## src/exec_defs.svh

```systemverilog
// Execute stage constants
// Data and shift-amount widths plus the 5-bit opcode encodings
`ifndef EXEC_DEFS_SVH
`define EXEC_DEFS_SVH

`define EXEC_DATA_W  16
`define EXEC_SHAMT_W 4

// Immediate arithmetic and logic
`define OP_ADDI  5'b01000
`define OP_SUBI  5'b01001
`define OP_XORI  5'b01010
`define OP_ANDNI 5'b01011

// Immediate shifts and rotates
`define OP_ROLI  5'b10100
`define OP_SLLI  5'b10101
`define OP_RORI  5'b10110
`define OP_SRLI  5'b10111

// Memory address forms
`define OP_ST    5'b10000
`define OP_LD    5'b10001
`define OP_STU   5'b10011

`define OP_BTR   5'b11001
`define OP_ALUR  5'b11011
`define OP_SHFR  5'b11010

// Set instructions share the 111 prefix
`define OP_SEQ   5'b11100
`define OP_SLT   5'b11101
`define OP_SLE   5'b11110
`define OP_SCO   5'b11111

// Branches share the 011 prefix
`define OP_BEQZ  5'b01100
`define OP_BNEZ  5'b01101
`define OP_BLTZ  5'b01110
`define OP_BGEZ  5'b01111

`define OP_LBI   5'b11000
`define OP_SLBI  5'b10010

`endif

```

## src/exec_pkg.sv

```systemverilog
// Execute stage types
// Instruction word views and the control encodings passed between blocks
package exec_pkg;

    // Register-register format
    typedef struct packed {
        logic [4:0] opcode;
        logic [2:0] rs;
        logic [2:0] rt;
        logic [2:0] rd;
        logic [1:0] func;
    } rFmtFields;

    // Short immediate format
    typedef struct packed {
        logic [4:0] opcode;
        logic [2:0] rs;
        logic [2:0] rd;
        logic [4:0] imm5;
    } iFmtFields;

    // Long immediate format, used by LBI and SLBI
    typedef struct packed {
        logic [4:0] opcode;
        logic [2:0] rs;
        logic [7:0] imm8;
    } lFmtFields;

    // One 16-bit word, read through whichever format the opcode implies
    typedef union packed {
        rFmtFields rFmt;
        iFmtFields iFmt;
        lFmtFields lFmt;
    } instrWord;

    typedef enum logic [2:0] {
        aluAdd  = 3'd0,
        aluSub  = 3'd1,
        aluXor  = 3'd2,
        aluAndn = 3'd3,
        aluRol  = 3'd4,
        aluSll  = 3'd5,
        aluRor  = 3'd6,
        aluSrl  = 3'd7
    } aluOp;

    // Operand source, ordered as the pipeline's forwarding mux
    typedef enum logic [1:0] {
        fwdNone     = 2'd0,
        fwdMemWbAlu = 2'd1,
        fwdExMemAlu = 2'd2,
        fwdMemWbMem = 2'd3
    } fwdSel;

    typedef enum logic [2:0] {
        kindAlu  = 3'd0,
        kindSeq  = 3'd1,
        kindSlt  = 3'd2,
        kindSle  = 3'd3,
        kindSco  = 3'd4,
        kindBtr  = 3'd5,
        kindLbi  = 3'd6,
        kindSlbi = 3'd7
    } resKind;

endpackage

```

## src/exec_alu.sv

```systemverilog
// ALU for the execute stage
// Adder with optional operand inversion, xor, and-not and the shifter,
// plus zero, sign, overflow and carry flags
`timescale 1ns/1ps
`include "exec_defs.svh"

module exec_alu (
    input  logic [`EXEC_DATA_W-1:0] inA,
    input  logic [`EXEC_DATA_W-1:0] inB,
    input  exec_pkg::aluOp          op,
    input  logic                    invA,
    input  logic                    invB,
    input  logic                    cIn,
    input  logic                    ovfEn,
    output logic [`EXEC_DATA_W-1:0] aluOut,
    output logic                    zero,
    output logic                    ltz,
    output logic                    ovf,
    output logic                    cOut
);
    import exec_pkg::*;

    logic [`EXEC_DATA_W-1:0] opA;
    logic [`EXEC_DATA_W-1:0] opB;
    logic [`EXEC_DATA_W-1:0] sum;
    logic [`EXEC_DATA_W-1:0] shOut;
    logic                    carry;
    logic                    sumOvf;

    assign opA = invA ? ~inA : inA;
    assign opB = invB ? ~inB : inB;

    // Subtract is ~a + b + 1, so the adder serves both
    assign {carry, sum} = {1'b0, opA} + {1'b0, opB} + {{`EXEC_DATA_W{1'b0}}, cIn};

    // Signed overflow when like-signed inputs give an unlike-signed sum
    assign sumOvf = (opA[`EXEC_DATA_W-1] == opB[`EXEC_DATA_W-1]) &&
                    (sum[`EXEC_DATA_W-1] != opA[`EXEC_DATA_W-1]);

    // Shift amount comes from the low bits of the second operand
    exec_shifter shifter0 (
        .din   (inA),
        .shamt (inB[`EXEC_SHAMT_W-1:0]),
        .op    (op),
        .dout  (shOut)
    );

    always_comb begin
        case (op)
            aluAdd, aluSub: aluOut = sum;
            aluXor:         aluOut = opA ^ opB;
            // invB is set for and-not, so this is a & ~b
            aluAndn:        aluOut = opA & opB;
            default:        aluOut = shOut;
        endcase
    end

    assign zero = (aluOut == '0);
    assign ltz  = aluOut[`EXEC_DATA_W-1];
    assign ovf  = ovfEn && sumOvf;
    assign cOut = carry;

endmodule

```

## src/exec_decode.sv

```systemverilog
// Execute stage decoder
// Maps the opcode and function field to ALU controls, an extended
// immediate and the kind of result the stage has to select
`timescale 1ns/1ps
`include "exec_defs.svh"

module exec_decode (
    input  exec_pkg::instrWord      instr,
    output exec_pkg::aluOp          op,
    output logic                    useImm,
    output logic                    invA,
    output logic                    invB,
    output logic                    cIn,
    output logic                    ovfEn,
    output logic [`EXEC_DATA_W-1:0] immVal,
    output exec_pkg::resKind        kind
);
    import exec_pkg::*;

    logic [`EXEC_DATA_W-1:0] imm5Sext, imm5Zext, imm8Sext, imm8Zext;

    assign imm5Sext = {{(`EXEC_DATA_W-5){instr.iFmt.imm5[4]}}, instr.iFmt.imm5};
    assign imm5Zext = {{(`EXEC_DATA_W-5){1'b0}}, instr.iFmt.imm5};
    assign imm8Sext = {{(`EXEC_DATA_W-8){instr.lFmt.imm8[7]}}, instr.lFmt.imm8};
    assign imm8Zext = {{(`EXEC_DATA_W-8){1'b0}}, instr.lFmt.imm8};

    always_comb begin
        // Default is rs plus zero, which covers branches and unlisted opcodes
        op     = aluAdd;
        useImm = 1'b1;
        invA   = 1'b0;
        invB   = 1'b0;
        cIn    = 1'b0;
        ovfEn  = 1'b0;
        immVal = '0;
        kind   = kindAlu;
        case (instr.rFmt.opcode)
            `OP_ADDI: begin
                immVal = imm5Sext;
                ovfEn  = 1'b1;
            end
            // Immediate minus rs
            `OP_SUBI: begin
                op     = aluSub;
                immVal = imm5Sext;
                invA   = 1'b1;
                cIn    = 1'b1;
                ovfEn  = 1'b1;
            end
            `OP_XORI: begin
                op     = aluXor;
                immVal = imm5Zext;
            end
            `OP_ANDNI: begin
                op     = aluAndn;
                immVal = imm5Zext;
                invB   = 1'b1;
            end
            `OP_ROLI: begin
                op     = aluRol;
                immVal = imm5Zext;
            end
            `OP_SLLI: begin
                op     = aluSll;
                immVal = imm5Zext;
            end
            `OP_RORI: begin
                op     = aluRor;
                immVal = imm5Zext;
            end
            `OP_SRLI: begin
                op     = aluSrl;
                immVal = imm5Zext;
            end
            `OP_ST, `OP_LD, `OP_STU: immVal = imm5Sext;
            `OP_BTR: kind = kindBtr;
            `OP_ALUR: begin
                useImm = 1'b0;
                case (instr.rFmt.func)
                    2'b00: ovfEn = 1'b1;
                    2'b01: begin
                        op    = aluSub;
                        invA  = 1'b1;
                        cIn   = 1'b1;
                        ovfEn = 1'b1;
                    end
                    2'b10: op = aluXor;
                    default: begin
                        op   = aluAndn;
                        invB = 1'b1;
                    end
                endcase
            end
            `OP_SHFR: begin
                useImm = 1'b0;
                case (instr.rFmt.func)
                    2'b00:   op = aluRol;
                    2'b01:   op = aluSll;
                    2'b10:   op = aluRor;
                    default: op = aluSrl;
                endcase
            end
            // Compares all run rt minus rs
            `OP_SEQ, `OP_SLT, `OP_SLE: begin
                op     = aluSub;
                useImm = 1'b0;
                invA   = 1'b1;
                cIn    = 1'b1;
                kind   = (instr.rFmt.opcode == `OP_SEQ) ? kindSeq :
                         (instr.rFmt.opcode == `OP_SLT) ? kindSlt : kindSle;
            end
            `OP_SCO: begin
                useImm = 1'b0;
                kind   = kindSco;
            end
            `OP_LBI: begin
                immVal = imm8Sext;
                kind   = kindLbi;
            end
            `OP_SLBI: begin
                immVal = imm8Zext;
                kind   = kindSlbi;
            end
            default: ;
        endcase
    end

endmodule

```

## src/exec_shifter.sv

```systemverilog
// Barrel shifter
// Rotate and shift in both directions on one left-moving log barrel,
// with right moves done by reversing the word on the way in and out
`timescale 1ns/1ps
`include "exec_defs.svh"

module exec_shifter (
    input  logic [`EXEC_DATA_W-1:0]  din,
    input  logic [`EXEC_SHAMT_W-1:0] shamt,
    input  exec_pkg::aluOp           op,
    output logic [`EXEC_DATA_W-1:0]  dout
);
    import exec_pkg::*;

    logic                    isRight;
    logic                    isRot;
    logic [`EXEC_DATA_W-1:0] dinRev;
    logic [`EXEC_DATA_W-1:0] outRev;
    logic [`EXEC_DATA_W-1:0] level [0:`EXEC_SHAMT_W];

    assign isRight = (op == aluRor) || (op == aluSrl);
    assign isRot   = (op == aluRol) || (op == aluRor);

    assign dinRev   = {<<{din}};
    assign level[0] = isRight ? dinRev : din;

    // Level i moves by 2**i when its shamt bit is set
    for (genvar i = 0; i < `EXEC_SHAMT_W; i++) begin : gLevel
        localparam int Amt = 1 << i;
        logic [`EXEC_DATA_W-1:0] rotVal;
        logic [`EXEC_DATA_W-1:0] shlVal;

        assign rotVal = {level[i][`EXEC_DATA_W-Amt-1:0], level[i][`EXEC_DATA_W-1 -: Amt]};
        assign shlVal = {level[i][`EXEC_DATA_W-Amt-1:0], {Amt{1'b0}}};

        assign level[i+1] = !shamt[i] ? level[i] :
                            isRot     ? rotVal   : shlVal;
    end

    assign outRev = {<<{level[`EXEC_SHAMT_W]}};
    assign dout   = isRight ? outRev : level[`EXEC_SHAMT_W];

endmodule

```

## src/exec_stage.sv

```systemverilog
// Execute stage datapath
// Operand forwarding, LBI/SLBI operand shaping, the ALU, set values
// and bit reverse, with the final result picked by result kind
`timescale 1ns/1ps
`include "exec_defs.svh"

module exec_stage (
    input  logic [`EXEC_DATA_W-1:0] rsData,
    input  logic [`EXEC_DATA_W-1:0] rtData,
    input  logic [`EXEC_DATA_W-1:0] immVal,
    input  logic [`EXEC_DATA_W-1:0] aluResExMem,
    input  logic [`EXEC_DATA_W-1:0] aluResMemWb,
    input  logic [`EXEC_DATA_W-1:0] memDataMemWb,
    input  exec_pkg::fwdSel         fwdSelA,
    input  exec_pkg::fwdSel         fwdSelB,
    input  exec_pkg::aluOp          op,
    input  logic                    useImm,
    input  logic                    invA,
    input  logic                    invB,
    input  logic                    cIn,
    input  logic                    ovfEn,
    input  exec_pkg::resKind        kind,
    output logic [`EXEC_DATA_W-1:0] result,
    output logic                    zero,
    output logic                    ltz,
    output logic                    err
);
    import exec_pkg::*;

    logic [`EXEC_DATA_W-1:0] rsFwd, rtFwd, inA, inB, aluOut, btrVal;
    logic                    aluZero, aluLtz, aluOvf, cOut;
    logic                    diffOvf, diffNeg, setVal;

    function automatic logic [`EXEC_DATA_W-1:0] pickFwd(
        input fwdSel                   sel,
        input logic [`EXEC_DATA_W-1:0] regVal,
        input logic [`EXEC_DATA_W-1:0] exMemAlu,
        input logic [`EXEC_DATA_W-1:0] memWbAlu,
        input logic [`EXEC_DATA_W-1:0] memWbMem
    );
        case (sel)
            fwdMemWbAlu: return memWbAlu;
            fwdExMemAlu: return exMemAlu;
            fwdMemWbMem: return memWbMem;
            default:     return regVal;
        endcase
    endfunction

    assign rsFwd = pickFwd(fwdSelA, rsData, aluResExMem, aluResMemWb, memDataMemWb);
    assign rtFwd = pickFwd(fwdSelB, rtData, aluResExMem, aluResMemWb, memDataMemWb);

    // LBI adds its immediate to zero, SLBI adds a zero-extended byte to rs << 8
    assign inA = (kind == kindLbi)  ? '0 :
                 (kind == kindSlbi) ? {rsFwd[`EXEC_DATA_W-9:0], 8'h00} : rsFwd;
    assign inB = useImm ? immVal : rtFwd;

    exec_alu alu0 (
        .inA    (inA),
        .inB    (inB),
        .op     (op),
        .invA   (invA),
        .invB   (invB),
        .cIn    (cIn),
        .ovfEn  (ovfEn),
        .aluOut (aluOut),
        .zero   (aluZero),
        .ltz    (aluLtz),
        .ovf    (aluOvf),
        .cOut   (cOut)
    );

    // Overflow of rt - rs, so the true sign survives a wrapped difference
    assign diffOvf = (inB[`EXEC_DATA_W-1] ^ inA[`EXEC_DATA_W-1]) &&
                     (aluOut[`EXEC_DATA_W-1] ^ inB[`EXEC_DATA_W-1]);
    assign diffNeg = aluLtz ^ diffOvf;

    always_comb begin
        case (kind)
            kindSeq: setVal = aluZero;
            kindSlt: setVal = !diffNeg && !aluZero;
            kindSle: setVal = !diffNeg;
            default: setVal = cOut;
        endcase
    end

    assign btrVal = {<<{rsFwd}};

    always_comb begin
        case (kind)
            kindSeq, kindSlt, kindSle, kindSco: result = {{(`EXEC_DATA_W-1){1'b0}}, setVal};
            kindBtr: result = btrVal;
            default: result = aluOut;
        endcase
    end

    assign zero = aluZero;
    assign ltz  = aluLtz;
    assign err  = aluOvf;

endmodule

```

## src/exec_top.sv

```systemverilog
// Execute stage top level
// Decodes at the input, registers controls and operands, runs the stage
// and registers its outputs, for a fixed latency of two clocks
`timescale 1ns/1ps
`include "exec_defs.svh"

module exec_top (
    input  logic                    clk,
    input  logic                    rstN,
    input  logic                    inValid,
    input  exec_pkg::instrWord      instr,
    input  logic [`EXEC_DATA_W-1:0] rsData,
    input  logic [`EXEC_DATA_W-1:0] rtData,
    input  logic [`EXEC_DATA_W-1:0] aluResExMem,
    input  logic [`EXEC_DATA_W-1:0] aluResMemWb,
    input  logic [`EXEC_DATA_W-1:0] memDataMemWb,
    input  exec_pkg::fwdSel         fwdSelA,
    input  exec_pkg::fwdSel         fwdSelB,
    output logic                    outValid,
    output logic [`EXEC_DATA_W-1:0] result,
    output logic                    zero,
    output logic                    ltz,
    output logic                    err
);
    import exec_pkg::*;

    // Decoder outputs
    aluOp                    decOp;
    logic                    decUseImm, decInvA, decInvB, decCIn, decOvfEn;
    logic [`EXEC_DATA_W-1:0] decImm;
    resKind                  decKind;

    // Input register
    logic                    validQ;
    aluOp                    opQ;
    logic                    useImmQ, invAQ, invBQ, cInQ, ovfEnQ;
    logic [`EXEC_DATA_W-1:0] immQ, rsQ, rtQ;
    logic [`EXEC_DATA_W-1:0] exMemQ, memWbAluQ, memWbMemQ;
    resKind                  kindQ;
    fwdSel                   fwdSelAQ, fwdSelBQ;

    // Stage outputs
    logic [`EXEC_DATA_W-1:0] stResult;
    logic                    stZero, stLtz, stErr;

    exec_decode decode0 (
        .instr  (instr),
        .op     (decOp),
        .useImm (decUseImm),
        .invA   (decInvA),
        .invB   (decInvB),
        .cIn    (decCIn),
        .ovfEn  (decOvfEn),
        .immVal (decImm),
        .kind   (decKind)
    );

    always_ff @(posedge clk or negedge rstN) begin
        if (!rstN) begin
            validQ <= 1'b0;
        end else begin
            validQ <= inValid;
        end
    end

    // Payload only loads on a strobe
    always_ff @(posedge clk) begin
        if (inValid) begin
            opQ       <= decOp;
            useImmQ   <= decUseImm;
            invAQ     <= decInvA;
            invBQ     <= decInvB;
            cInQ      <= decCIn;
            ovfEnQ    <= decOvfEn;
            immQ      <= decImm;
            kindQ     <= decKind;
            rsQ       <= rsData;
            rtQ       <= rtData;
            exMemQ    <= aluResExMem;
            memWbAluQ <= aluResMemWb;
            memWbMemQ <= memDataMemWb;
            fwdSelAQ  <= fwdSelA;
            fwdSelBQ  <= fwdSelB;
        end
    end

    exec_stage stage0 (
        .rsData       (rsQ),
        .rtData       (rtQ),
        .immVal       (immQ),
        .aluResExMem  (exMemQ),
        .aluResMemWb  (memWbAluQ),
        .memDataMemWb (memWbMemQ),
        .fwdSelA      (fwdSelAQ),
        .fwdSelB      (fwdSelBQ),
        .op           (opQ),
        .useImm       (useImmQ),
        .invA         (invAQ),
        .invB         (invBQ),
        .cIn          (cInQ),
        .ovfEn        (ovfEnQ),
        .kind         (kindQ),
        .result       (stResult),
        .zero         (stZero),
        .ltz          (stLtz),
        .err          (stErr)
    );

    // Outputs hold their last value between strobes
    always_ff @(posedge clk or negedge rstN) begin
        if (!rstN) begin
            outValid <= 1'b0;
            result   <= '0;
            zero     <= 1'b0;
            ltz      <= 1'b0;
            err      <= 1'b0;
        end else begin
            outValid <= validQ;
            if (validQ) begin
                result <= stResult;
                zero   <= stZero;
                ltz    <= stLtz;
                err    <= stErr;
            end
        end
    end

endmodule

```

## config.mk

```make
export PLATFORM = sky130hd
export DESIGN_NAME = exec_top
export DESIGN_NICKNAME = d
export VERILOG_FILES = /design/src/exec_pkg.sv /design/src/exec_alu.sv /design/src/exec_decode.sv /design/src/exec_shifter.sv /design/src/exec_stage.sv /design/src/exec_top.sv
export VERILOG_INCLUDE_DIRS = /design/src
export SDC_FILE = /design/constraint.sdc
export NUM_CORES = 1
export LEC_CHECK = 0
export ABC_AREA = 0
export ABC_CLOCK_PERIOD_IN_PS = 6000
export BUFFER_PORTS_ARGS = -buffer_cell sky130_fd_sc_hd__buf_4
export CORE_MARGIN = 10
export CORE_UTILIZATION = 55
export CTS_BUF_LIST = sky130_fd_sc_hd__clkbuf_4
export DETAILED_ROUTE_END_ITERATION = 7
export PLACE_DENSITY = 0.82
export SYNTH_ARGS = -nofsm -noshare
export SYNTH_HDL_FRONTEND = slang
export SYNTH_SLANG_ARGS = --single-unit
```

## constraint.sdc

```tcl
create_clock -name clk -period 6 [get_ports clk]
set_clock_uncertainty 0.15 [all_clocks]
set_input_delay 0.6 -clock clk [delete_from_list [all_inputs] [get_ports clk]]
set_output_delay 0.6 -clock clk [all_outputs]
set_load 0.01 [all_outputs]
```

==> metrics <==
ys async rst share 0.1694; Ports 123; layout net count 1,121; leakage 0.004180 µW; total CTS buffers 17; post-CTS sizing 0; Vias 8,057; slew margin rel. 0.2504; H-tree lvl count 4; hold_buf cts 1; num rows 46; fin crit share 0.9063; Post-synth EDFFs 103; status completed; P_sw 1255 µW; vias in the first global route 7,677; GRT Resource Usage Total 0.2586; CTS clock-pin slew for the worst setup and hold paths 0.16 ns; RSZ-0062 raised after global routing no; Seq/Total Area, Yosys 0.3994; Yosys reg bits 124; initial antenna violation count 1; switch share 0.4070; area grow syn2layout 15.55%; Post-Synthesis Cells 896; Placer Congestion 1.003; final setup TNS 0 ns; Die H 148.3 µm; WS Path Type reg -> reg; initial DRC count 981; number of max-cap violations 0; DRC 0; post-route ant nets 0; post-synthesis cell area 0.009060 mm²; final wirelength 28.90 mm; die width 148.3 µm; final setup fails 0; Total Power 3084 µW; postcts setup bufs 0; I/O Buffers 119; sequential share of power 0.350; worst hold margin 0.05185 ns; share of layout cells above drive strength 1 0.2387; Worst Hold Depth 1; commonest cells after routing, fill and taps aside 143 x buf_4, 103 x edfxtp_1, 76 x nand2_1; Pint 1829 µW; Max VDD drop 0.2370 mV; WHS Endpoint exMemQ[7]; half-perimeter wire length after placement 22.51 mm; Data arrival, critical path 5.75 ns; reg2reg start fwdSelBQ[0]; final hold vios 0; Initial Util 0.5662; clk sink count 124; startpoint types flip-flop; Ys Warns 0; reg2reg end result[0]; Hold Startpoint aluResExMem[7]; Clock Latency Late Sink 0.57 ns; Pwr Density 294.6 mW/mm²; worst hold path class in -> reg; Mapped Nets 1,016; Yosys top cell by area edfxtp_1; die area 0.02201 mm²; Main synth FF type edfxtp_1; first-pass detailed-route iteration total 6; Slew @ Worst Pin 1.120 ns; largest cells by area after synthesis edfxtp_1 34%, mux4_2 6.0%, dfrtp_1 5.8%, mux2i_1 4.9%, xnor2_1 3.5%; CP Max Fanout 10; Clock Root Buffer clkbuf_4; Worst R2R Setup Slack 0.56 ns; Avg WL per Cell 23.48 µm; highest clock rate 183.9 MHz; fin crit period 5.438 ns; reg2reg path depth 19; Remaining Overflow, GRT 0; Placeable Area 0.01600 mm²; Combinational Power Share 0.459; first-pass GRT wire length 44.35 mm; via density per instance 6.545; Worst Path Required 6.31 ns; pin count of the biggest net entering global routing 54; Final Max Slew Viols 0; Clock Path Buffers 2; commonest non-fill, non-tap cell in the layout buf_4; share of the synthesized area in the top cell type 0.3414; clock share of power 0.190; Avg Synthesized Cell Area 10.11 µm²; Distinct cells, synth 80; crit path capture type flip-flop; CTS tree built
==> synth_stat cells, drive strengths merged (4+ instances only) <==
library cell / number
or3: 6
o32a: 5
ha: 16
nand3: 30
a31oi: 13
o221ai: 5
dfrtp: 21
mux4: 25
and3: 10
a22o: 4
nor2b: 19
nand2: 76
nand3b: 5
or2: 4
a21oi: 55
buf: 23
mux2: 26
o211ai: 10
nand2b: 8
o21ai: 35
o22ai: 18
o21a: 5
a2bb2oi: 5
xnor2: 36
a211o: 5
a21boi: 6
xor2: 7
o31ai: 4
nor3: 12
edfxtp: 103
and2: 8
inv: 25
nor2: 68
a22oi: 21
a221oi: 10
nand4: 9
clkbuf: 42
mux2i: 44
o2bb2ai: 8
a211oi: 9
a21o: 12
==> cell type report <==
type / count / area (µm²)
Fill cell: 1318 / 5532
Multi-Input combinational cell: 682 / 5037
Sequential cell: 124 / 3618
Timing Repair Buffer: 151 / 1164
Tap cell: 216 / 270.3
Clock inverter: 15 / 155.1
Clock buffer: 17 / 127.6
Inverter: 25 / 93.84
Antenna cell: 1 / 2.502
==> critical path, stage by stage, from the launching register on <==
cell and delay (ns):
edfxtp_1 0.49, buf_4 0.28, mux4_2 0.56, nand2_1 0.10
and2_1 0.16, xnor2_1 0.09, ha_1 0.39, nor2b_1 0.16
o21ai_0 0.39, a21boi_0 0.24, buf_4 0.20, o41ai_1 0.50
a21oi_1 0.20, or3_1 0.38, a21oi_1 0.15, o32a_1 0.17
nand4_1 0.16, nor4_4 0.28, a22oi_1 0.14, a31oi_1 0.18
==> power by group through the flow <==
stage	combinational (µW)	sequential [µW]	clock, µW
after floorplan	948	1080	0
after global placement	1370	1090	0
after detailed placement	1370	1100	0
after CTS	1380	1080	600
after global routing	1510	1090	640
final	1420	1080	587
==> worst max path at each step <==
stage	end	cells past startpoint	from
finish	result[0]	19	fwdSelBQ[0]
global route	result[0]	18	fwdSelBQ[0]
CTS	result[0]	18	fwdSelBQ[0]
detailed placement	result[0]	18	fwdSelBQ[0]
global placement	result[0]	18	fwdSelBQ[0]
floorplan	result[0]	20	fwdSelBQ[0]
==> metal layers <==
layer,global-route usage,vias to the layer above,share of wire
met5,0,-,0
met4,0.1095,0,0.044
met3,0.04612,81,0.084
met2,0.4064,447,0.46
met1,0.3446,3848,0.41
li1,-,3681,-
==> logic make-up after synthesis <==
logic type / synth area share
compound gates: 0.2054
buf+inv: 0.04461
simple gates: 0.1405
fa+ha+maj: 0.02431
flops: 0.3994
mux: 0.1443
xor+xnor: 0.04157
==> state kept, by name (all words and copies together), names as in the netlist, 2 cells and up <==
name       flops
fwdSelBQ       2
exMemQ        16
result        16
kindQ          3
fwdSelAQ       2
immQ           9
memWbAluQ     16
opQ            3
rtQ           16
memWbMemQ     16
rsQ           16
==> through the flow <==
step	instance area (µm²)	instances	util	setup slack (ns)
floorplan	9060	896	-	0.9996
global placement	10110	1191	0.6321	0.7725
detailed placement	10110	1191	0.6321	0.6853
CTS	10410	1224	0.6504	0.6349
global route	10470	1231	0.6543	0.2718
finish	10470	1231	0.6543	0.5621
Note: power is estimated with default switching activity, not from simulation.
